[src/common/vga_pkg.sv]
package vga_pkg;

	// ~~~~~~~~~~~~~~~~~~~~~~~~~~~~~~~~~~~~~~~~
	// canvas
	// ~~~~~~~~~~~~~~~~~~~~~~~~~~~~~~~~~~~~~~~~

	localparam int CANVAS_W  = 64;
	localparam int CANVAS_H  = 48;
	localparam int CX_BITS   = 6;
	localparam int CY_BITS   = 6;
	localparam int ADDR_BITS = 12; // y * 64 + x.

	// scan counter width, covers the whole frame.
	localparam int SCAN_BITS = 11;

	typedef enum logic [1:0] {
		PIX_BLANK = 2'd0,
		PIX_INK   = 2'd1,
		PIX_TRACE = 2'd2
	} pixel_t;

	// ~~~~~~~~~~~~~~~~~~~~~~~~~~~~~~~~~~~~~~~~
	// colours
	// ~~~~~~~~~~~~~~~~~~~~~~~~~~~~~~~~~~~~~~~~

	typedef logic [23:0] rgb_t; // r, g, b bytes.

	localparam rgb_t BLANK_RGB = 24'h000000;
	localparam rgb_t INK_RGB   = 24'hffffff;
	localparam rgb_t TRACE_RGB = 24'h0000ff;

endpackage : vga_pkg

[src/vga/vga_timing.sv]
`timescale 1ns/10ps

module vga_timing import vga_pkg::*; #(
	parameter int H_VISIBLE = 80,
	parameter int H_FRONT   = 4,
	parameter int H_SYNC    = 8,
	parameter int H_BACK    = 4,
	parameter int V_VISIBLE = 52,
	parameter int V_FRONT   = 2,
	parameter int V_SYNC    = 2,
	parameter int V_BACK    = 2
) (
	input  logic                 clk,
	input  logic                 reset,
	output logic [SCAN_BITS-1:0] px,
	output logic [SCAN_BITS-1:0] py,
	output logic                 active,
	output logic                 h_sync,
	output logic                 v_sync
);

	localparam int H_TOTAL   = H_VISIBLE + H_FRONT + H_SYNC + H_BACK;
	localparam int V_TOTAL   = V_VISIBLE + V_FRONT + V_SYNC + V_BACK;
	localparam int H_SYNC_LO = H_VISIBLE + H_FRONT;
	localparam int V_SYNC_LO = V_VISIBLE + V_FRONT;

	logic [SCAN_BITS-1:0] h_cnt;
	logic [SCAN_BITS-1:0] v_cnt;

	// reset parks on the last back porch position, first scan is (0,0).
	always_ff @(posedge clk) begin
		if (reset) begin
			h_cnt <= SCAN_BITS'(H_TOTAL - 1);
			v_cnt <= SCAN_BITS'(V_TOTAL - 1);
		end else if (h_cnt == SCAN_BITS'(H_TOTAL - 1)) begin
			h_cnt <= '0;
			v_cnt <= (v_cnt == SCAN_BITS'(V_TOTAL - 1)) ? '0 : v_cnt + 1'b1;
		end else begin
			h_cnt <= h_cnt + 1'b1;
		end
	end

	assign px = h_cnt;
	assign py = v_cnt;

	// ~~~~~~~~~~~~~~~~~~~~~~~~~~~~~~~~~~~~~~~~
	// window decode
	// ~~~~~~~~~~~~~~~~~~~~~~~~~~~~~~~~~~~~~~~~

	assign active = (h_cnt < H_VISIBLE) && (v_cnt < V_VISIBLE);
	assign h_sync = !((h_cnt >= H_SYNC_LO) && (h_cnt < H_SYNC_LO + H_SYNC)); // active low.
	assign v_sync = !((v_cnt >= V_SYNC_LO) && (v_cnt < V_SYNC_LO + V_SYNC));

	a_hsync_outside_active: assert property (@(posedge clk) disable iff (reset)
		!h_sync |-> !active);

endmodule : vga_timing

[config.mk]
export PLATFORM = sky130hd
export DESIGN_NAME = vga_timing
export DESIGN_NICKNAME = d
export VERILOG_FILES = /design/src/common/vga_pkg.sv /design/src/vga/vga_timing.sv
export SDC_FILE = /design/constraint.sdc
export NUM_CORES = 1
export LEC_CHECK = 0
export BUFFER_PORTS_ARGS = -buffer_cell sky130_fd_sc_hd__buf_2
export CAP_MARGIN = 20
export CORE_UTILIZATION = 40
export DETAILED_ROUTE_END_ITERATION = 10
export PLACE_DENSITY = 0.65
export SETUP_SLACK_MARGIN = 0.02
export SYNTH_ARGS = -nofsm -noshare
export SYNTH_HDL_FRONTEND = slang
export SYNTH_SLANG_ARGS = --single-unit
[constraint.sdc]
create_clock -name clk -period 4.8 [get_ports clk]
set_input_delay 0.72 -clock clk [delete_from_list [all_inputs] [get_ports clk]]
set_output_delay 0.72 -clock clk [all_outputs]
set_load 0.01 [all_outputs]
== Word level (Yosys, flattened, before mapping) ==
Cells that the tools add are included.
Word-level totals
  register bits after elaboration: 22
  latch bits: 0
  bits in writable memories: 0
  ROM bits: 0
  input bits: 2
  output and inout bits: 25
  memories kept: 0
Cells by class
  add/subtract/negate cells: 2
  multipliers: 0
  divide/modulo/power cells: 0
  order comparisons: 6
  eq/ne operators: 2
  shifts and indexed selects: 0
  multiplexer cells: 2
  bitwise logic cells: 0
  reductions and logical operators: 6
Operators with widths (number)
  adder 11 x 1 -> 11 bit, second input constant: 2
  < comparator 11 x 6 -> 1 bit, second input constant: 2
  < comparator 11 x 7 -> 1 bit, second input constant: 2
  equality test 11 x 6 -> 1 bit, second input constant: 1
  equality test 11 x 7 -> 1 bit, second input constant: 1
  greater-or-equal comparator 11 x 6 -> 1 bit, second input constant: 1
  greater-or-equal comparator 11 x 7 -> 1 bit, second input constant: 1
  two-way mux 11 bit: 1
  two-way mux 7 bit: 1
  logical AND 1 bit: 3
  logical NOT 1 bit: 2
  OR reduction 2 bit: 1

== Logic depth before layout (Yosys ltp) ==
  depth in word-level cells: 3
  gate-level depth with buffers: 7
  depth with buffers taken out: 6

== Worst setup path after synthesis ==
Ideal clock, no wire load.
  path type: reg2out
  from: register h_cnt[7], in the netlist px[7]
  to: output port h_sync
  data arrival time: 1634 ps
  required time: 4080 ps
  slack: 2446 ps
  cell stages (with the launch flop): 3
  path buffers: 0
  cell sequence: dfxtp_1 or4_4 or4_2
Between the ends
  longest elaborated chain between the ends: 3
  elaborated cells on any way between the ends: 4
  those cells by class: order compare: 2; reduce/logical: 2
RTL lines
  start: declaration: RTL line vga_timing.sv:27  | logic [SCAN_BITS-1:0] h_cnt;
  start signal: assignment: RTL line vga_timing.sv:33  | h_cnt <= SCAN_BITS'(H_TOTAL - 1);
  start signal: assignment: RTL line vga_timing.sv:39  | h_cnt <= h_cnt + 1'b1;
  greater-or-equal comparator 11 x 7 -> 1 bit or < comparator 11 x 7 -> 1 bit (tied branches): RTL line vga_timing.sv:51  | assign h_sync = !((h_cnt >= H_SYNC_LO) && (h_cnt < H_SYNC_LO + H_SYNC));
  logical AND 1 bit (*): RTL line vga_timing.sv:51
  logical NOT 1 bit (*): RTL line vga_timing.sv:51
  end: declaration: RTL line vga_timing.sv:18  | output logic h_sync,
Mark *: on every way between the ends. The rest lies on a longest branch, timed or not.

== Worst setup path after layout ==
Ends and elaborated chain as after synthesis.

==> impl_metrics.toml <==
[worst_setup_path]
cp.required_ps = 4080
arrival_ps = 2100
end_kind = "output port"
path_cells = "or4_4 -> or4_2 -> buf_2"
start_kind = "flip-flop"
worst-path-max-fanout = 6
path_class = "flip-flop to output port"
cp_slowest_cell = "or4_2"
cpPeakStageDelay_ps = 660

[routing]
first_pass_iters = 7
via_per_inst = 5.70
wire_per_inst_um = 14.3
wirelength_um = 2760
drtAntennaViolNets = 0
drcViolationCount = 6
first_iter_violations = 52
num_vias = 1101

[floorplanning]
io_pins = 27
dieArea_um2 = 3240
rows = 19
start_util = 0.430
dieHeight_um = 56.9
core-area_um2 = 2810
die_w_um = 56.9

[global_route]
grt_max_degree = 19
gr-usage-all-layers = 0.185
antenna_found_initial = 0
grt_pass1_vias = 1033
grt_pass1_wl_um = 4730
grt_overflow = 0

[timing]
finalHoldViolCount = 0
max_slew.worst_pin.slew_ps = 722
fin_crit_sh = 0.588
finClkSkew_ps = 1.99
clock.fmax_mhz = 354
hold_ws_ps = 513
finalCriticalPeriod_ps = 2820
rsz0062_at_grt = "false"
drv_slew = 0
max-slew-margin-rel = 0.515
setup_violations = 0
fin_ws_ps = 1980
fin_setup_tns_ps = 0

[clock_tree]
clk_latency_ps = 310
tritoncts = "yes"
cts_hold_buf = 0
clk_pin_slew_ps = 130
h-tree-depth = 1
clock-sinks = 22
postCtsSetupBuffers = 0
numCtsBuffers = 3
cts_root_buffer = "clkbuf_4"
clock_path_buffers = 2
postCtsResizedCells = 0

[yosys]
synthesis.nets = 144
synth_common_cells = "22 x dfxtp_1, 14 x nand2_1, 9 x nor3_1"
yosysSeqAreaShare = 0.366
yosys.area.top_type = "dfxtp_1"
synthCells = 139
synth_top_area_share = 0.366
synth_cell_types = 40
synth_edf_count = 0
async_reset_ff_frac = 0
synth_flop_cell = "dfxtp_1"
ys.warnings.count = 0
post-synth-top-count-cell = "dfxtp_1"
synth_area_leaders = "dfxtp_1 37%, a21oi_2 5.1%, nand2_1 4.4%"
synthesis.area_um2 = 1200
synth.avg_cell_area_um2 = 8.67
synth-seq-cells = 22

[pwr]
power_density_nw_per_um2 = 629
leakage_nw = 0.534
irDropWorstVdd_v = 0.000273

[place]
hpwl_um = 1950
portBuffers = 26
place.gp.congestion = 0.806
post-place-ws_ps = 2350

[worst_hold_path]
min_path_type = "flip-flop to flip-flop"

[run_status]
failed_checks = "design-rule violations"
status = "finished, violations left"

[job]
maxCapViolations = 0

[cells_and_area]
area_delta_synth_final_pct = 12.4
insertedDiodeCount = 0
drive_gt1_frac = 0.278
finish.net_count = 168
fillers = 272
## sequential cells by signal, indices dropped and copies added (netlist names)
| signal | count |
|---|---|
| px | 11 |
| py | 11 |
## cell families after synthesis
logic type	after synthesis	share of synthesized area
buf+inv	16	0.0748
compound gates	28	0.167
flops	22	0.366
xor+xnor	10	0.0727
simple gates	60	0.289
fa+ha+maj	3	0.0312
## routing by layer
| layer | part of all wire | GRT usage | routed length, um |
|---|---|---|---|
| met1 | 0.52 | 0.264 | 1440 |
| met2 | 0.42 | 0.281 | 1170 |
| met3 | 0.041 | 0.0369 | 112 |
| met4 | 0.013 | 0.0523 | 36 |
| met5 | 0 | 0 | 0 |
## power breakdown
group | leakage, nW | internal [mW] | switching (mW)
combinational | 0.333 | 0.168 | 0.269
clock | 0.0210 | 0.0464 | 0.0593
sequential | 0.180 | 0.228 | 0.0802
## worst max-delay path, delay by kind of cell (launching register included)
| family | cells | cell delay (ps) |
|---|---|---|
| flip-flops | 1 | 380 |
| AND/OR/NAND/NOR | 2 | 1250 |
| buffers and inverters | 1 | 160 |
## final cells by class
| class | instances | area (um^2) | share of cell area |
|---|---|---|---|
| timing repair buffer | 26 | 130 | 0.0961 |
| clock buffer | 4 | 36.3 | 0.0268 |
| sequential | 22 | 440 | 0.325 |
| multi-input combinational | 101 | 674 | 0.498 |
| inverter | 9 | 33.8 | 0.0250 |
| tap | 31 | 38.8 | 0.0287 |
## cells in the final DEF, fill, tap and decap left out, drive strengths merged
cell type,count
o211ai,2
nor2b,1
a311oi,1
and4,1
inv,8
dfxtp,22
and3,4
or4,4
o21ai,7
or2,2
nor2,3
xor2,4
buf,26
ha,3
nand3,6
clkbuf,4
clkinv,1
nor4,1
nand3b,1
o21a,1
a21oi,9
and2,1
nand2,15
a211oi,1
o32ai,5
nor3,9
or3,4
a31oi,2
xnor2,6
nand4,8
## final timing paths
check | to | start | slack, ps | cells after the start
setup / recovery | h_sync | px[7]$_SDFF_PP0_ | 1980 | 3
hold / removal | px[0]$_SDFF_PP1_ | px[0]$_SDFF_PP1_ | 510 | 1
setup reg to reg | py[10]$_SDFFE_PP0N_ | px[7]$_SDFF_PP0_ | 2540 | 4
hold reg to reg | px[0]$_SDFF_PP1_ | px[0]$_SDFF_PP1_ | 510 | 1
## through the flow
stage	std cells	power [mW]	util	cell area (um^2)
global placement	189	0.739	0.470	1320
CTS	193	0.851	0.483	1350
global route	193	0.923	0.483	1350
detailed placement	189	0.747	0.470	1320
floorplan	139	0.648	-	1200
finish	193	0.852	0.483	1350
Power figures use the tool's default switching activity.
