## src/common/motors_pkg.sv

```systemverilog
package motors_pkg;

	// ~~~~~~~~~~~~~~~~~~~~~~~~~~~~~~~~~~~~~~~~
	// move command
	// ~~~~~~~~~~~~~~~~~~~~~~~~~~~~~~~~~~~~~~~~

	// signed pixel offset per axis.
	localparam int MOVE_BITS = 8;

	typedef enum logic {
		PEN_UP   = 1'b0,
		PEN_DOWN = 1'b1
	} pen_pos_t;

	// ~~~~~~~~~~~~~~~~~~~~~~~~~~~~~~~~~~~~~~~~
	// stepper signals
	// ~~~~~~~~~~~~~~~~~~~~~~~~~~~~~~~~~~~~~~~~

	localparam logic STEP_ON  = 1'b1;
	localparam logic STEP_OFF = 1'b0;

	// dir level during a step.
	localparam logic DIR_PLUS  = 1'b1;
	localparam logic DIR_MINUS = 1'b0;

endpackage : motors_pkg

```

## src/common/step_if.sv

```systemverilog
`timescale 1ns/10ps

interface step_if import motors_pkg::*; ();

	logic     step_x;
	logic     dir_x;
	logic     step_y;
	logic     dir_y;
	pen_pos_t pen_down; // steady for a whole move.
	logic     clearing; // canvas wipe in progress.

	modport ctrl (
		output step_x, dir_x, step_y, dir_y, pen_down,
		input  clearing
	);

	modport tracker (
		input  step_x, dir_x, step_y, dir_y, pen_down,
		output clearing
	);

endinterface : step_if

```

## src/motors/motors_ctrl.sv

```systemverilog
`timescale 1ns/10ps

module motors_ctrl import motors_pkg::*; #(
	parameter int PULSE_FACTOR = 8,
	parameter int STEP_DIV     = 2
) (
	input  logic                        clk,
	input  logic                        reset,
	input  logic signed [MOVE_BITS-1:0] move_x,
	input  logic signed [MOVE_BITS-1:0] move_y,
	input  pen_pos_t                    pen,
	input  logic                        trigger,
	output logic                        rdy,
	step_if.ctrl                        bus
);

	localparam int CNT_BITS = MOVE_BITS + $clog2(PULSE_FACTOR);
	localparam int DIV_BITS = (STEP_DIV > 1) ? $clog2(STEP_DIV) : 1;

	logic                 busy;
	logic                 accept;
	logic                 slot;
	logic [MOVE_BITS-1:0] mag_x;
	logic [MOVE_BITS-1:0] mag_y;
	logic [CNT_BITS-1:0]  cnt_x;
	logic [CNT_BITS-1:0]  cnt_y;
	logic [DIV_BITS-1:0]  div_cnt;

	assign rdy    = !busy && !bus.clearing;
	assign accept = trigger && rdy;
	assign slot   = busy && (div_cnt == DIV_BITS'(STEP_DIV - 1));

	// magnitude of the offsets, -128 maps to 128.
	assign mag_x = move_x[MOVE_BITS-1] ? -move_x : move_x;
	assign mag_y = move_y[MOVE_BITS-1] ? -move_y : move_y;

	// ~~~~~~~~~~~~~~~~~~~~~~~~~~~~~~~~~~~~~~~~
	// command latch and step slots
	// ~~~~~~~~~~~~~~~~~~~~~~~~~~~~~~~~~~~~~~~~

	always_ff @(posedge clk) begin
		if (reset) begin
			busy         <= 1'b0;
			cnt_x        <= '0;
			cnt_y        <= '0;
			div_cnt      <= '0;
			bus.step_x   <= STEP_OFF;
			bus.step_y   <= STEP_OFF;
			bus.dir_x    <= DIR_PLUS;
			bus.dir_y    <= DIR_PLUS;
			bus.pen_down <= PEN_UP;
		end else begin
			bus.step_x <= STEP_OFF;
			bus.step_y <= STEP_OFF;
			if (accept) begin
				busy         <= 1'b1;
				cnt_x        <= CNT_BITS'(mag_x) * CNT_BITS'(PULSE_FACTOR);
				cnt_y        <= CNT_BITS'(mag_y) * CNT_BITS'(PULSE_FACTOR);
				div_cnt      <= '0;
				bus.dir_x    <= move_x[MOVE_BITS-1] ? DIR_MINUS : DIR_PLUS;
				bus.dir_y    <= move_y[MOVE_BITS-1] ? DIR_MINUS : DIR_PLUS;
				bus.pen_down <= pen;
			end else if (busy) begin
				// counters hit zero in the cycle the last step is out.
				if (cnt_x == '0 && cnt_y == '0) begin
					busy <= 1'b0;
				end
				div_cnt <= slot ? '0 : div_cnt + 1'b1;
				if (slot && cnt_x != '0) begin
					bus.step_x <= STEP_ON;
					cnt_x      <= cnt_x - 1'b1;
				end
				if (slot && cnt_y != '0) begin
					bus.step_y <= STEP_ON;
					cnt_y      <= cnt_y - 1'b1;
				end
			end
		end
	end

	a_step_x_has_pulses: assert property (@(posedge clk) disable iff (reset)
		bus.step_x |-> $past(cnt_x) != '0);

endmodule : motors_ctrl

```

## src/flat_wrapper.sv

```systemverilog
// flat-port wrapper written by rule: the top's interface ports become plain ports
module motors_ctrl_flat import motors_pkg::*;
#(
	parameter int PULSE_FACTOR = 8,
	parameter int STEP_DIV     = 2
)
  (clk, reset, move_x, move_y, pen, trigger, rdy, bus_step_x, bus_dir_x, bus_step_y, bus_dir_y, bus_pen_down, bus_clearing);
  step_if bus_i ();
  input  logic clk;
  input  logic reset;
  input  logic signed [MOVE_BITS-1:0] move_x;
  input  logic signed [MOVE_BITS-1:0] move_y;
  input  pen_pos_t pen;
  input  logic trigger;
  output logic rdy;
  output wire logic [$bits(bus_i.step_x)-1:0] bus_step_x;
  output wire logic [$bits(bus_i.dir_x)-1:0] bus_dir_x;
  output wire logic [$bits(bus_i.step_y)-1:0] bus_step_y;
  output wire logic [$bits(bus_i.dir_y)-1:0] bus_dir_y;
  output wire logic [$bits(bus_i.pen_down)-1:0] bus_pen_down;
  input wire logic [$bits(bus_i.clearing)-1:0] bus_clearing;
  assign bus_step_x = bus_i.step_x;
  assign bus_dir_x = bus_i.dir_x;
  assign bus_step_y = bus_i.step_y;
  assign bus_dir_y = bus_i.dir_y;
  assign bus_pen_down = bus_i.pen_down;
  assign bus_i.clearing = bus_clearing;
  motors_ctrl #(.PULSE_FACTOR(PULSE_FACTOR), .STEP_DIV(STEP_DIV)) u_core (.clk(clk), .reset(reset), .move_x(move_x), .move_y(move_y), .pen(pen), .trigger(trigger), .rdy(rdy), .bus(bus_i));
endmodule
```

## config.mk

```make
export PLATFORM = sky130hd
export DESIGN_NAME = motors_ctrl_flat
export DESIGN_NICKNAME = d
export VERILOG_FILES = /design/src/common/motors_pkg.sv /design/src/common/step_if.sv /design/src/motors/motors_ctrl.sv /design/src/flat_wrapper.sv
export SDC_FILE = /design/constraint.sdc
export NUM_CORES = 1
export LEC_CHECK = 0
export CORE_MARGIN = 5
export CORE_UTILIZATION = 60
export CTS_BUF_LIST = sky130_fd_sc_hd__clkbuf_4 sky130_fd_sc_hd__clkbuf_8
export DETAILED_ROUTE_END_ITERATION = 16
export DONT_BUFFER_PORTS = 1
export PLACE_DENSITY = 0.75
export SLEW_MARGIN = 25
export SYNTH_ARGS = -nofsm -noshare
export SYNTH_HDL_FRONTEND = slang
export SYNTH_SLANG_ARGS = --single-unit
```

## constraint.sdc

```tcl
create_clock -name clk -period 4.6 [get_ports clk]
set_input_delay 0.69 -clock clk [delete_from_list [all_inputs] [get_ports clk]]
set_output_delay 0.69 -clock clk [all_outputs]
set_load 0.005 [all_outputs]
```

* Word-level counts from Yosys, hierarchy flattened
Index checks and enable logic that the tools add are counted.
** Word-level totals
- Register bits after elaboration :: 29
- Input bits :: 21
- Output and inout bits :: 6
- Logic and storage cells :: 54
** Cells by class
- $add $sub $neg :: 5
- Muxes and demuxes :: 16
- Bitwise logic cells :: 1
- Reduce and logical (&&, ||, !) cells :: 21
** Operator list (count)
- $mux 11 :: 6
- $logic_not 11->1 :: 2
- $reduce_bool 11->1 :: 2
- $sub 11x1->11 const B :: 2
- $mux 8 :: 2
- $neg 8->8 :: 2
- $mux 1 :: 8
- $reduce_and 2->1 :: 4
- $logic_and 1x1->1 :: 6
- $reduce_bool 2->1 :: 3
- $reduce_or 3->1 :: 1
- $logic_not 1->1 :: 2
- $reduce_or 2->1 :: 1
- $add 1x1->1 const B :: 1
- $not 1->1 :: 1

* Depth between registers and ports, before layout
Gate-level depths: netlist of run 1.
- Depth in word-level cells :: 5
- Gate-level depth with buffers :: 7
- Depth with buffers taken out :: 6

* Worst setup path after synthesis of run 1
No wires, ideal clock.
- Path kind :: input-to-reg
- Start :: in move_x[1]
- End :: reg u_core.cnt_x[7]
- Library setup time :: 0.132 ns
- Data arrival time :: 1.806 ns
- Required time :: 4.468 ns
- Slack :: 2.661 ns
- Stages :: 6
- Buffers on the path :: 0
- Path through :: inv_1 ha_1 or3b_2 and4_1 a211oi_1 a21oi_1
** On the way
- Word-level cells in the longest chain between the ends :: 3
** Ends and longest elaborated chain
- start, declared :: RTL line flat_wrapper.sv:11 : input logic signed [MOVE_BITS-1:0] move_x;
- $neg 8->8 :: RTL line motors_ctrl.sv:34 : assign mag_x = move_x[MOVE_BITS-1] ? -move_x : move_x;
- $mux 8 :: RTL line motors_ctrl.sv:34
- $mux 11 :: RTL line motors_ctrl.sv:55 : if (accept) begin
- end signal, assigned :: RTL line motors_ctrl.sv:57 : cnt_x <= CNT_BITS'(mag_x) * CNT_BITS'(PULSE_FACTOR);
- end signal, assigned :: RTL line motors_ctrl.sv:71 : cnt_x <= cnt_x - 1'b1;
- end, declared :: RTL line motors_ctrl.sv:25 : logic [CNT_BITS-1:0] cnt_x;
No other way between the ends.
A chain may end at the register's enable or synchronous reset.

* Worst setup path in the final report of run 1
- Start :: reg u_core.cnt_y[0]
- End :: reg u_core.cnt_y[5]
** On the way
- Word-level cells in the longest chain between the ends :: 4
- Elaborated cells on any way between the ends :: 8
- Those cells by class :: add/sub (1); mux (3); reduce/logical (4)
** Ends and longest elaborated chain
- start, declared :: RTL line motors_ctrl.sv:26 : logic [CNT_BITS-1:0] cnt_y;
- start signal, assigned :: RTL line motors_ctrl.sv:58 : cnt_y <= CNT_BITS'(mag_y) * CNT_BITS'(PULSE_FACTOR);
- start signal, assigned :: RTL line motors_ctrl.sv:75 : cnt_y <= cnt_y - 1'b1;
- $sub 11x1->11 / $reduce_bool 11->1 (equally long branches) :: RTL line motors_ctrl.sv:75, motors_ctrl.sv:73
- $mux 11 / $logic_and 1x1->1 (equally long branches) :: RTL line motors_ctrl.sv:73 : if (slot && cnt_y != '0) begin
- $mux 11 / $reduce_bool 2->1 (equally long branches)
- $mux 11 / $reduce_and 2->1 (equally long branches)
Parallel ways exist; a longest one is shown, timed or not. The select of a mux whose other input is x is not followed.

==> results of run 1 <==
==> placed cells by master (no fill, tap or decap), types with 6 or more instances in the layout <==
cell type  Yosys  routed
nand2_1       13      13
a31oi_1        9       9
a211oi_1       6       6
nor2_1        23      23
xnor2_1        7       7
a21oi_1       15      15
nand3_1        7       7
dfxtp_1       29      29
o21ai_0        7       7
inv_1         11      11
clkbuf_4       0       8
==> cell usage after synthesis (2+ instances only) <==
cell | instances | share of area [%]
a211oi_1 | 6 | 2.4
nor3b_1 | 2 | 0.81
o21ai_0 | 7 | 1.9
a31oi_1 | 9 | 3.0
or4_1 | 5 | 2.0
xnor2_1 | 7 | 3.3
o311ai_0 | 5 | 2.4
nand4b_1 | 2 | 0.94
o41ai_1 | 2 | 0.94
a211o_1 | 2 | 0.94
nand3_1 | 7 | 1.9
and2_1 | 5 | 1.7
o31ai_1 | 4 | 1.6
nand4_1 | 3 | 1.0
o211ai_1 | 5 | 2.0
nand2b_1 | 3 | 1.0
a32oi_1 | 3 | 1.4
dfxtp_1 | 29 | 31
xor2_1 | 2 | 0.94
inv_1 | 11 | 2.2
or2_2 | 2 | 0.67
clkbuf_1 | 8 | 1.6
nor2b_1 | 2 | 0.67
ha_1 | 5 | 3.4
buf_2 | 5 | 1.3
nor4_1 | 3 | 1.0
and3_1 | 2 | 0.67
mux2i_1 | 5 | 2.7
or3b_2 | 2 | 0.94
nand2_1 | 13 | 2.6
nor4b_1 | 3 | 1.4
nor2_1 | 23 | 4.6
a21oi_1 | 15 | 4.0
or3_1 | 2 | 0.67
nor3_1 | 4 | 1.1
==> layout make-up <==
type / instances / area, um^2
Fill cell: 274 / 1090
Clock buffer: 8 / 60.1
Tap cell: 33 / 41.3
Inverter: 11 / 41.3
Multi-Input combinational cell: 176 / 1180
Timing Repair Buffer: 1 / 7.51
Sequential cell: 29 / 581
==> flip-flops by register name, indices dropped and copies added (netlist names) <==
name	cells
u_core.bus.dir_x	1
u_core.cnt_y	11
u_core.busy	1
u_core.bus.pen_down	1
u_core.bus.dir_y	1
u_core.bus.step_y	1
u_core.bus.step_x	1
u_core.cnt_x	11
u_core.div_cnt	1
==> stage by stage <==
step           area [um^2]  hold WS [ns]  util (%)  setup WS [ns]  instances
2_1_floorplan         1860         0.453         -           2.66        229
3_3_place_gp          1860         0.465      61.8           2.43        250
3_5_place_dp          1860         0.482      61.8           2.32        250
4_1_cts               1920         0.407      63.8           2.55        258
5_1_grt               1920         0.399      63.8           2.45        258
6_report              1920         0.416      63.8           2.64        258
==> power by group through the flow <==
stage | registers [W] | clock network [W] | logic [W]
6_report | 0.000277 | 0.000163 | 0.000101
3_5_place_dp | 0.000283 | 0 | 0.0000996
4_1_cts | 0.000277 | 0.000166 | 0.000100
5_1_grt | 0.000279 | 0.000179 | 0.000113
3_3_place_gp | 0.000282 | 0 | 0.0000972
2_1_floorplan | 0.000278 | 0 | 0.0000910
==> kinds of logic after synthesis <==
family | after synthesis | synth area share, %
buf+inv | 24 | 5.17
fa+ha+maj | 5 | 3.36
simple gates | 92 | 28.6
flops | 29 | 31.2
xor+xnor | 9 | 4.23
mux | 5 | 2.69
compound gates | 65 | 24.7
==> per-layer routing <==
| metal | global-route usage [%] | up-vias | share of wire [%] | wire, um |
|---|---|---|---|---|
| met2 | 33.3 | 68 | 44 | 1870 |
| met3 | 6.50 | 7 | 8.7 | 369 |
| met4 | 6.99 | 0 | 1.1 | 48 |
| li1 | - | 854 | - | - |
| met5 | 0 | - | 0 | 0 |
| met1 | 28.2 | 808 | 46 | 1930 |
==> worst paths after layout <==
| path | startpoint | to | depth (start not counted) |
|---|---|---|---|
| worst max-delay path | u_core.cnt_y[0] | u_core.cnt_y[5] | 6 |
| worst min-delay path | reset | u_core.cnt_y[3] | 1 |
| worst max register to register | u_core.cnt_y[0] | u_core.cnt_y[5] | 6 |
| worst min register to register | u_core.bus.pen_down | u_core.bus.pen_down | 2 |
==> metrics, run 1 <==
warnings from Yosys=0; clock skew after layout=between 0.01 and 0.015 ns; status=completed; setup bufs post-CTS=0; global-route wire length before repair=7270 um; EDFF count, synth=0; Leak Pwr=0.674 nW; combinational power share=between 10% and 20%; HP Class=in2reg; worst slew pin tran=0.794 ns; library cells used by synthesis=51; Post-CTS Hold Buffers=0; worst path bufs/invs=1; DIE HEIGHT=around 66 um; Flop pwr share=between 50% and 60%; Max stage delay on crit path=0.54 ns; GPL Wtd Cong=0.897; TritonCTS clock tree=yes; total negative slack=0 ns; largest net degree at the start of global routing=33; CTS resizes=0; post-route ant nets=0; Clk Latency, worst-skew pair=0.33 ns; Final min period=1.96 ns; number of iterations in the first detailed-routing pass=5; CTS root buf=clkbuf_4; Synth Net Count=~260; ys async rst share=0%; Die Wd=65.7 um; clock power share=a little under a third; Slew HR=46.4%; Seq/Total Area, Yosys=31.2%; CP Cell Sequence=inv_1, ha_1, or4b_1, o31ai_4, o32a_2, a21oi_1; H-tree levels=2; DIE AREA=~4300 um^2; clock tree buffer depth=2; cts bufs inserted=5; unrepaired setup endpoints after global routing=false; Avg Vias per Cell=6.73; fin. max-slew vios=0; gr usage total=between 20% and 30%; Post-Syn Area per Cell=8.13 um^2; CP required=4.81 ns; post-DP HPWL=roughly 3100 um; ys flop type=dfxtp_1; Power Density=282 nW/um^2; switching share of power=29.0%; Routed WL=4220 um; wire per inst=16.4 um; synthesized flop and latch total=29; Final period util=42.7%; grt total ovfl=0; Fmax=509 MHz; Hold Vio Cnt, Final=0; crit start category=flop; Worst Path Arrival=2.18 ns; # IOs=27; DR iter-0 viols=145; vias in the first global route=roughly 1600; Rows=20; final setup fails=0; Synth Instances=around 230; R2R setup slack=2.64 ns; VDD IR max=around 0.00015 V; cell area after synthesis=1860 um^2; layout cells sized above 1=8.89%; max_cap viols=0; Port Buffers=0; Int Power=~0.00038 W; Power, Total=about 0.00054 W; endpoint class of the critical path=flop; initial antenna violation count=0; Crit path max-delay family=compound AO/OA/AOI/OAI gates; Initial Utilization=62.0%; clock sink count=29; total net switching power=0.000157 W; area grow syn2layout=2.89%; nets=between 200 and 300; ANT cells=0; crit path max-delay cell type=or4b_1; Setup Crit Path Kind=reg2reg; Reg clk slew, reported paths=about 0.09 ns; Remaining DRCs=0; CP max FO=8; vias=1737; CORE AREA=roughly 3000 um^2
(Power assumes the default switching activity.)
==> inputs of run 2 (changes only) <==
--- a/config.mk
+++ b/config.mk
@@ -6,11 +6,11 @@
 export NUM_CORES = 1
 export LEC_CHECK = 0
 export CORE_MARGIN = 5
-export CORE_UTILIZATION = 60
+export CORE_UTILIZATION = 59
 export CTS_BUF_LIST = sky130_fd_sc_hd__clkbuf_4 sky130_fd_sc_hd__clkbuf_8
 export DETAILED_ROUTE_END_ITERATION = 16
 export DONT_BUFFER_PORTS = 1
-export PLACE_DENSITY = 0.75
+export PLACE_DENSITY = 0.77
 export SLEW_MARGIN = 25
 export SYNTH_ARGS = -nofsm -noshare
 export SYNTH_HDL_FRONTEND = slang
==> constraint.sdc (replaced) <==
create_clock -name clk -period 1.8 [get_ports clk]
set_input_delay 0.27 -clock clk [delete_from_list [all_inputs] [get_ports clk]]
set_output_delay 0.27 -clock clk [all_outputs]
set_load 0.005 [all_outputs]
==> run 2 against run 1 <==
The flow now finishes with violations (negative hold slack). Setup slack got worse by 2.6 ns. Power increased to 2.7 times the previous value. Wire length increased by 13%. Non-clock buffer count increased by 17. Sequential share of layout area decreased by 2.5 points. Cell count increased by 11%. First-iteration DRC count increased by 23%. Clock power increased to 2.9 times the previous value. Sequential cell count unchanged. Largest power group unchanged. Highest routed layer unchanged.
==> metrics, run 2 (same netlist as run 1, synthesis figures left out) <==
DR iter-0 viols=178 (was 145); Rows=20 (unchanged); status=complete, but fails checks (was completed); TritonCTS clock tree=yes (unchanged); Crit path max-delay family=compound AO/OA/AOI/OAI gates (unchanged); # IOs=27 (unchanged); Reg clk slew, reported paths=0.10 ns (was 0.09 ns); vias=1847 (was 1737); CP max FO=8 (unchanged); DIE HEIGHT=66.2 um (was 65.7 um); area grow syn2layout=13.2% (was 2.89%); Slew HR=68.6% (was 46.4%); gr usage total=24.0% (was 21.5%); max_cap viols=0 (unchanged); Setup Crit Path Kind=reg2reg (unchanged); Port Buffers=0 (unchanged); cts bufs inserted=5 (unchanged); worst slew pin tran=0.467 ns (was 0.794 ns); Worst Path Arrival=2.05 ns (was 2.18 ns); final setup fails=0 (unchanged); largest net degree at the start of global routing=33 (unchanged); global-route wire length before repair=8070 um (was 7270 um); vias in the first global route=1773 (was 1609); biggest regs=u_core.cnt_x: 11 flops, u_core.cnt_y: 11 flops (unchanged); Final min period=1.78 ns (was 1.96 ns); Die Wd=66.2 um (was 65.7 um); Initial Utilization=61.5% (was 62.0%); nets=267 (was 250); CTS root buf=clkbuf_4 (unchanged); Avg Vias per Cell=6.46 (was 6.73); pre-CTS setup slack=-0.0566 ns (was 2.32 ns); GPL Wtd Cong=0.872 (was 0.897); HP Class=in2reg (unchanged); VDD IR max=0.000409 V (was 0.000149 V); number of iterations in the first detailed-routing pass=4 (was 5); clock sink count=29 (unchanged); endpoint class of the critical path=flop (unchanged); CP Cell Sequence=or4_4, o31ai_4, o211ai_1, a21oi_1 (was inv_1, ha_1, or4b_1, o31ai_4, o32a_2, a21oi_1); crit start category=flop (unchanged); layout cells sized above 1=19.4% (was 8.89%); CORE AREA=3030 um^2 (was 3000 um^2); Routed WL=4750 um (was 4220 um); initial antenna violation count=0 (unchanged); Max stage delay on crit path=0.60 ns (was 0.54 ns); unrepaired setup endpoints after global routing=true (was false); CP required=2.07 ns (was 4.81 ns); Fillers=249 (was 274); Leak Pwr=0.772 nW (was 0.674 nW); worst path bufs/invs=0 (was 1); DIE AREA=4380 um^2 (was 4320 um^2); Remaining DRCs=0 (unchanged); Power Density=704 nW/um^2 (was 282 nW/um^2); ANT cells=0 (unchanged); Hold Worst Slack=-0.0106 ns (was 0.416 ns); most common cell after layout, fill and taps aside=dfxtp_1 (unchanged); failing checks=negative hold slack; grt total ovfl=0 (unchanged); Clk Latency, worst-skew pair=0.33 ns (about the same); PnR worst setup slack=0.0241 ns (was 2.64 ns); fin. max-slew vios=0 (unchanged); Hold Vio Cnt, Final=14 (was 0); Final period util=98.7% (was 42.7%); clock skew after layout=0.00678 ns (was 0.0101 ns); crit path max-delay cell type=or4_4 (was or4b_1); post-DP HPWL=3410 um (was 3110 um); fin util=69.6% (was 63.8%); H-tree levels=2 (unchanged); wire per inst=16.6 um (was 16.4 um); commonest non-fill, non-tap cells in the layout=dfxtp_1, nor2_1, buf_4 (was dfxtp_1, nor2_1, a21oi_1); Fmax=563 MHz (was 509 MHz); post-route ant nets=0 (unchanged); clock tree buffer depth=2 (unchanged)
## run 2: repair_timing
| item | in CTS | in global routing |
|---|---|---|
| endpoints found under the hold margin | 17 | 18 |
| resized for setup | 8 | 8 |
| setup endpoints to repair | 5 | 13 |
| pin swaps | 5 | 6 |
| gates cloned | 0 | 0 |
| buffers inserted | 3 | 1 |
## run 2: area by class of cell
| cell class | instances | area, um^2 | area share [%] |
|---|---|---|---|
| clock inverters | 1 | 5.00 | 0.238 |
| flip-flops and latches | 29 | 586 | 27.8 |
| clock buffers | 7 | 65.1 | 3.09 |
| multi-input cells | 176 | 1220 | 57.9 |
| repair buffers | 18 | 135 | 6.41 |
| inverters | 11 | 41.3 | 1.96 |
| well taps | 44 | 55.1 | 2.61 |
## run 2: report_power, final
part,leakage [nW],total [W],internal (W),switching [W]
Sequential,0.238,0.000708,0.000672,0.0000362
Clock,0.0413,0.000468,0.000226,0.000241
Combinational,0.493,0.000307,0.000141,0.000166
## run 2: worst register-to-register path: cells and delay by family, from the launching register on
| family | cells | cell delay [ns] |
|---|---|---|
| AOI/OAI and AO/OA | 3 | 0.74 |
| and+or+nand+nor | 1 | 0.60 |
| DFF | 1 | 0.38 |
## run 2: final timing paths
| path | slack [ns] | depth (start not counted) | startpoint | end |
|---|---|---|---|---|
| worst max-delay path | 0.02 | 4 | u_core.cnt_y[5] | u_core.cnt_y[5] |
| worst min register to register | 0.50 | 2 | u_core.bus.pen_down | u_core.bus.pen_down |
| worst max register to register | 0.02 | 4 | u_core.cnt_y[5] | u_core.cnt_y[5] |
| worst min-delay path | -0.01 | 1 | reset | u_core.cnt_y[7] |
## run 2: per-stage QoR
| stage | area (um^2) | cells | hold WS [ns] | setup TNS, ns | power, W |
|---|---|---|---|---|---|
| finish | 2110 | 286 | -0.0106 | 0 | 0.00148 |
| global route | 2110 | 286 | -0.0310 | -0.242 | 0.00156 |
| CTS | 2080 | 285 | -0.0178 | 0 | 0.00147 |
| detailed placement | 1970 | 274 | 0.344 | -0.130 | 0.00101 |
| global placement | 1970 | 274 | 0.341 | 0 | 0.000995 |
| floorplan | 1860 | 229 | 0.406 | 0 | 0.000944 |
## run 2: routing by layer
layer	global-route usage, %	up-vias	part of all wire, %
li1	-	886	-
met1	30.1	856	43
met2	39.0	94	46
met3	7.14	11	9.3
met4	7.87	0	1.9
met5	0	-	0
==> inputs of run 3 (changes only) <==
--- a/config.mk
+++ b/config.mk
@@ -5,12 +5,13 @@
 export SDC_FILE = /design/constraint.sdc
 export NUM_CORES = 1
 export LEC_CHECK = 0
+export ABC_AREA = 1
 export CORE_MARGIN = 5
 export CORE_UTILIZATION = 59
 export CTS_BUF_LIST = sky130_fd_sc_hd__clkbuf_4 sky130_fd_sc_hd__clkbuf_8
 export DETAILED_ROUTE_END_ITERATION = 16
 export DONT_BUFFER_PORTS = 1
-export PLACE_DENSITY = 0.77
+export PLACE_DENSITY = 0.85
 export SLEW_MARGIN = 25
 export SYNTH_ARGS = -nofsm -noshare
 export SYNTH_HDL_FRONTEND = slang
==> run 3 against run 2 <==
The run now ends clean. Non-clock buffer count fell by 14. Count of clock-buffer cells in the layout fell by 1. Largest cell class unchanged. Clock power fell by 13%. Global-route usage fell by 3.6 points. Clock skew rose by 0.0015 ns. Combinational power rose by 18%. Power fell by 0.95%. Sequential cell count did not move.
==> metrics, run 3 <==
status=completed (was complete, but fails checks); number of iterations in the first detailed-routing pass=4 (unchanged); initial antenna violation count=0 (unchanged); Remaining DRCs=0 (unchanged); placed instance area=2080 um^2 (was 1970 um^2); vias=2070 (was 1847); Die Wd=69.1 um (was 66.2 um); gr usage total=20.4% (was 24.0%); CTS root buf=clkbuf_4 (unchanged); post-route cell area=2150 um^2 (was 2110 um^2); R2R setup slack=0.24 ns (was 0.02 ns); final setup fails=0 (unchanged); CORE AREA=3360 um^2 (was 3030 um^2); Rows=21 (was 20); Post-Syn Area per Cell=6.04 um^2 (was 8.13 um^2); most common cell in the netlist=nand2_1 (was dfxtp_1); commonest non-fill, non-tap cells in the layout=nand2_1, nand3_1, inv_1 (was dfxtp_1, nor2_1, buf_4); wire per inst=11.9 um (was 16.6 um); Fmax=643 MHz (was 563 MHz); Critical R2R Capture=u_core.cnt_x[9] (was u_core.cnt_y[5]); EDFF count, synth=0 (unchanged); global-route wire length before repair=8160 um (was 8070 um); CTS resizes=0 (was 8); commonest cells in the netlist=nand2_1, nand3_1, inv_1 (was dfxtp_1, nor2_1, a21oi_1); max_cap viols=0 (unchanged); biggest regs=u_core.cnt_x: 11 flops, u_core.cnt_y: 11 flops (unchanged); endpoint class of the critical path=flop (unchanged); synthesized flop and latch total=29 (unchanged); cts bufs inserted=5 (unchanged); total negative slack=0 ns (unchanged); Final period util=86.4% (was 98.7%); DIE HEIGHT=69.1 um (was 66.2 um); Yosys top cell by area=dfxtp_1 (unchanged); unrepaired setup endpoints after global routing=false (was true); pre-CTS setup slack=0.269 ns (was -0.0566 ns); HP Class=in2reg (unchanged); Slew HR=68.6% (about the same); warnings from Yosys=0 (unchanged); Leak Pwr=1.12 nW (was 0.772 nW); grt total ovfl=0 (unchanged); Avg Vias per Cell=5.31 (was 6.46); H-tree levels=2 (unchanged); Final min period=1.56 ns (was 1.78 ns); Reg clk slew, reported paths=0.10 ns (about the same); largest net degree at the start of global routing=16 (was 33); post-DP HPWL=3410 um (about the same); reg2reg start=u_core.cnt_x[0] (was u_core.cnt_y[5]); Initial Utilization=61.2% (was 61.5%); VDD IR max=0.000520 V (was 0.000409 V); ANT cells=0 (unchanged); Clk Latency, worst-skew pair=0.34 ns (was 0.33 ns); DIE AREA=4770 um^2 (was 4380 um^2); clock sink count=29 (unchanged); Power Density=683 nW/um^2 (was 704 nW/um^2); Worst Path Arrival=1.84 ns (was 2.05 ns); Setup Crit Path Kind=reg2reg (unchanged); Worst Setup SP=u_core.cnt_x[0] (was u_core.cnt_y[5]); library cells used by synthesis=29 (was 51); vias in the first global route=1931 (was 1773); most common cell after layout, fill and taps aside=nand2_1 (was dfxtp_1); ys async rst share=0% (unchanged); PnR worst setup slack=0.245 ns (was 0.0241 ns); Routed WL=4630 um (was 4750 um); Hold Vio Cnt, Final=0 (was 14); post-route ant nets=0 (unchanged); ys flop type=dfxtp_1 (unchanged); Seq/Total Area, Yosys=28.2% (was 31.2%); Worst Setup EP=u_core.cnt_x[9] (was u_core.cnt_y[5]); nets=369 (was 267); Synth Net Count=367 (was 255); layout cells sized above 1=9.01% (was 19.4%); Synth Instances=341 (was 229); Reg2Reg Depth=10 (was 4); fin. max-slew vios=0 (unchanged); CP max FO=10 (was 8); GPL Wtd Cong=0.877 (was 0.872); area grow syn2layout=4.43% (was 13.2%); Hold Path Stages=1 (unchanged); DR iter-0 viols=102 (was 178); cell area after synthesis=2060 um^2 (was 1860 um^2); TritonCTS clock tree=yes (unchanged); Port Buffers=0 (unchanged); top cells by area, synth=dfxtp_1, nand2_1, nand3_1 (was dfxtp_1, nor2_1, a21oi_1); CP required=2.08 ns (was 2.07 ns); worst slew pin tran=0.472 ns (was 0.467 ns); top-area cell type share of the netlist area=28.2% (was 31.2%); # IOs=27 (unchanged); crit start category=flop (unchanged); clock skew after layout=0.00830 ns (was 0.00678 ns); clock tree buffer depth=2 (unchanged)
[run 3: changes by cell type after synthesis, moves of 8 or more]
| cell | change |
|---|---|
| nand3_1 | +53 |
| o21ai_0 | +8 |
| inv_1 | +39 |
| nor2_1 | +11 |
| a31oi_1 | -9 |
| nand2_1 | +78 |
[run 3: what timing repair did]
item / in CTS / in global routing
buffers inserted: 0 / 0
endpoints found under the hold margin: 8 / 0
hold buffers: 2 / 0
[run 3: metal layers]
layer  wire length (um)  GRT usage (%)  vias to the layer above
met5                  0              0                        -
met4                 99           9.11                        0
met3                276           4.80                        9
met2               2000           32.1                       51
met1               2260           26.3                      919
li1                   -              -                     1091
[run 3: worst min path at each step]
stage,startpoint,to,slack (ns)
2_1_floorplan,pen,u_core.bus.pen_down,0.41
3_3_place_gp,reset,u_core.cnt_x[4],0.34
3_5_place_dp,reset,u_core.cnt_x[4],0.34
4_1_cts,pen,u_core.bus.pen_down,0.07
5_1_grt,pen,u_core.bus.pen_down,0.08
6_report,pen,u_core.bus.pen_down,0.07
[run 3: through the flow]
stage	power [W]	std cells	hold slack, ns	utilization, %
floorplan	0.00101	341	0.409	-
global placement	0.00106	380	0.341	61.7
detailed placement	0.00106	380	0.344	61.7
CTS	0.00147	390	0.0722	64.0
global route	0.00157	390	0.0787	64.0
finish	0.00147	390	0.0698	64.0
[run 3: critical path, cell delays in order, from the launching register on]
cell and delay, ns:
dfxtp_1 0.32, inv_1 0.09, ha_1 0.23, nand2_1 0.07, nor2_1 0.20, nand3_2 0.18, nand2_4 0.16, nand3_1 0.09
nand2_1 0.06, nor2_1 0.04, nor2_1 0.07
[run 3: cells by family (layout without fill, tap and decap cells)]
logic type,count (synthesis),after routing,share of synthesized area (%)
xor+xnor,1,1,0.425
compound gates,36,36,10.2
simple gates,208,208,45.7
flops,29,29,28.2
buf+inv,62,65,12.4
fa+ha+maj,5,5,3.04
[run 3: final cells by class]
cell class	instances	area, um^2
Clock buffer	6	45.0
Fill cell	340	1210
Timing Repair Buffer	4	35.0
Inverter	53	199
Clock inverter	2	10.0
Multi-Input combinational cell	250	1220
Tap cell	46	57.6
Sequential cell	29	581
[run 3: power breakdown]
part | switching (W) | leakage (nW) | total, W | internal, W
Clock | 0.000243 | 0.0354 | 0.000407 | 0.000164
Sequential | 0.0000281 | 0.236 | 0.000699 | 0.000671
Combinational | 0.000233 | 0.845 | 0.000363 | 0.000130
Total | 0.000504 | 1.12 | 0.00147 | 0.000965
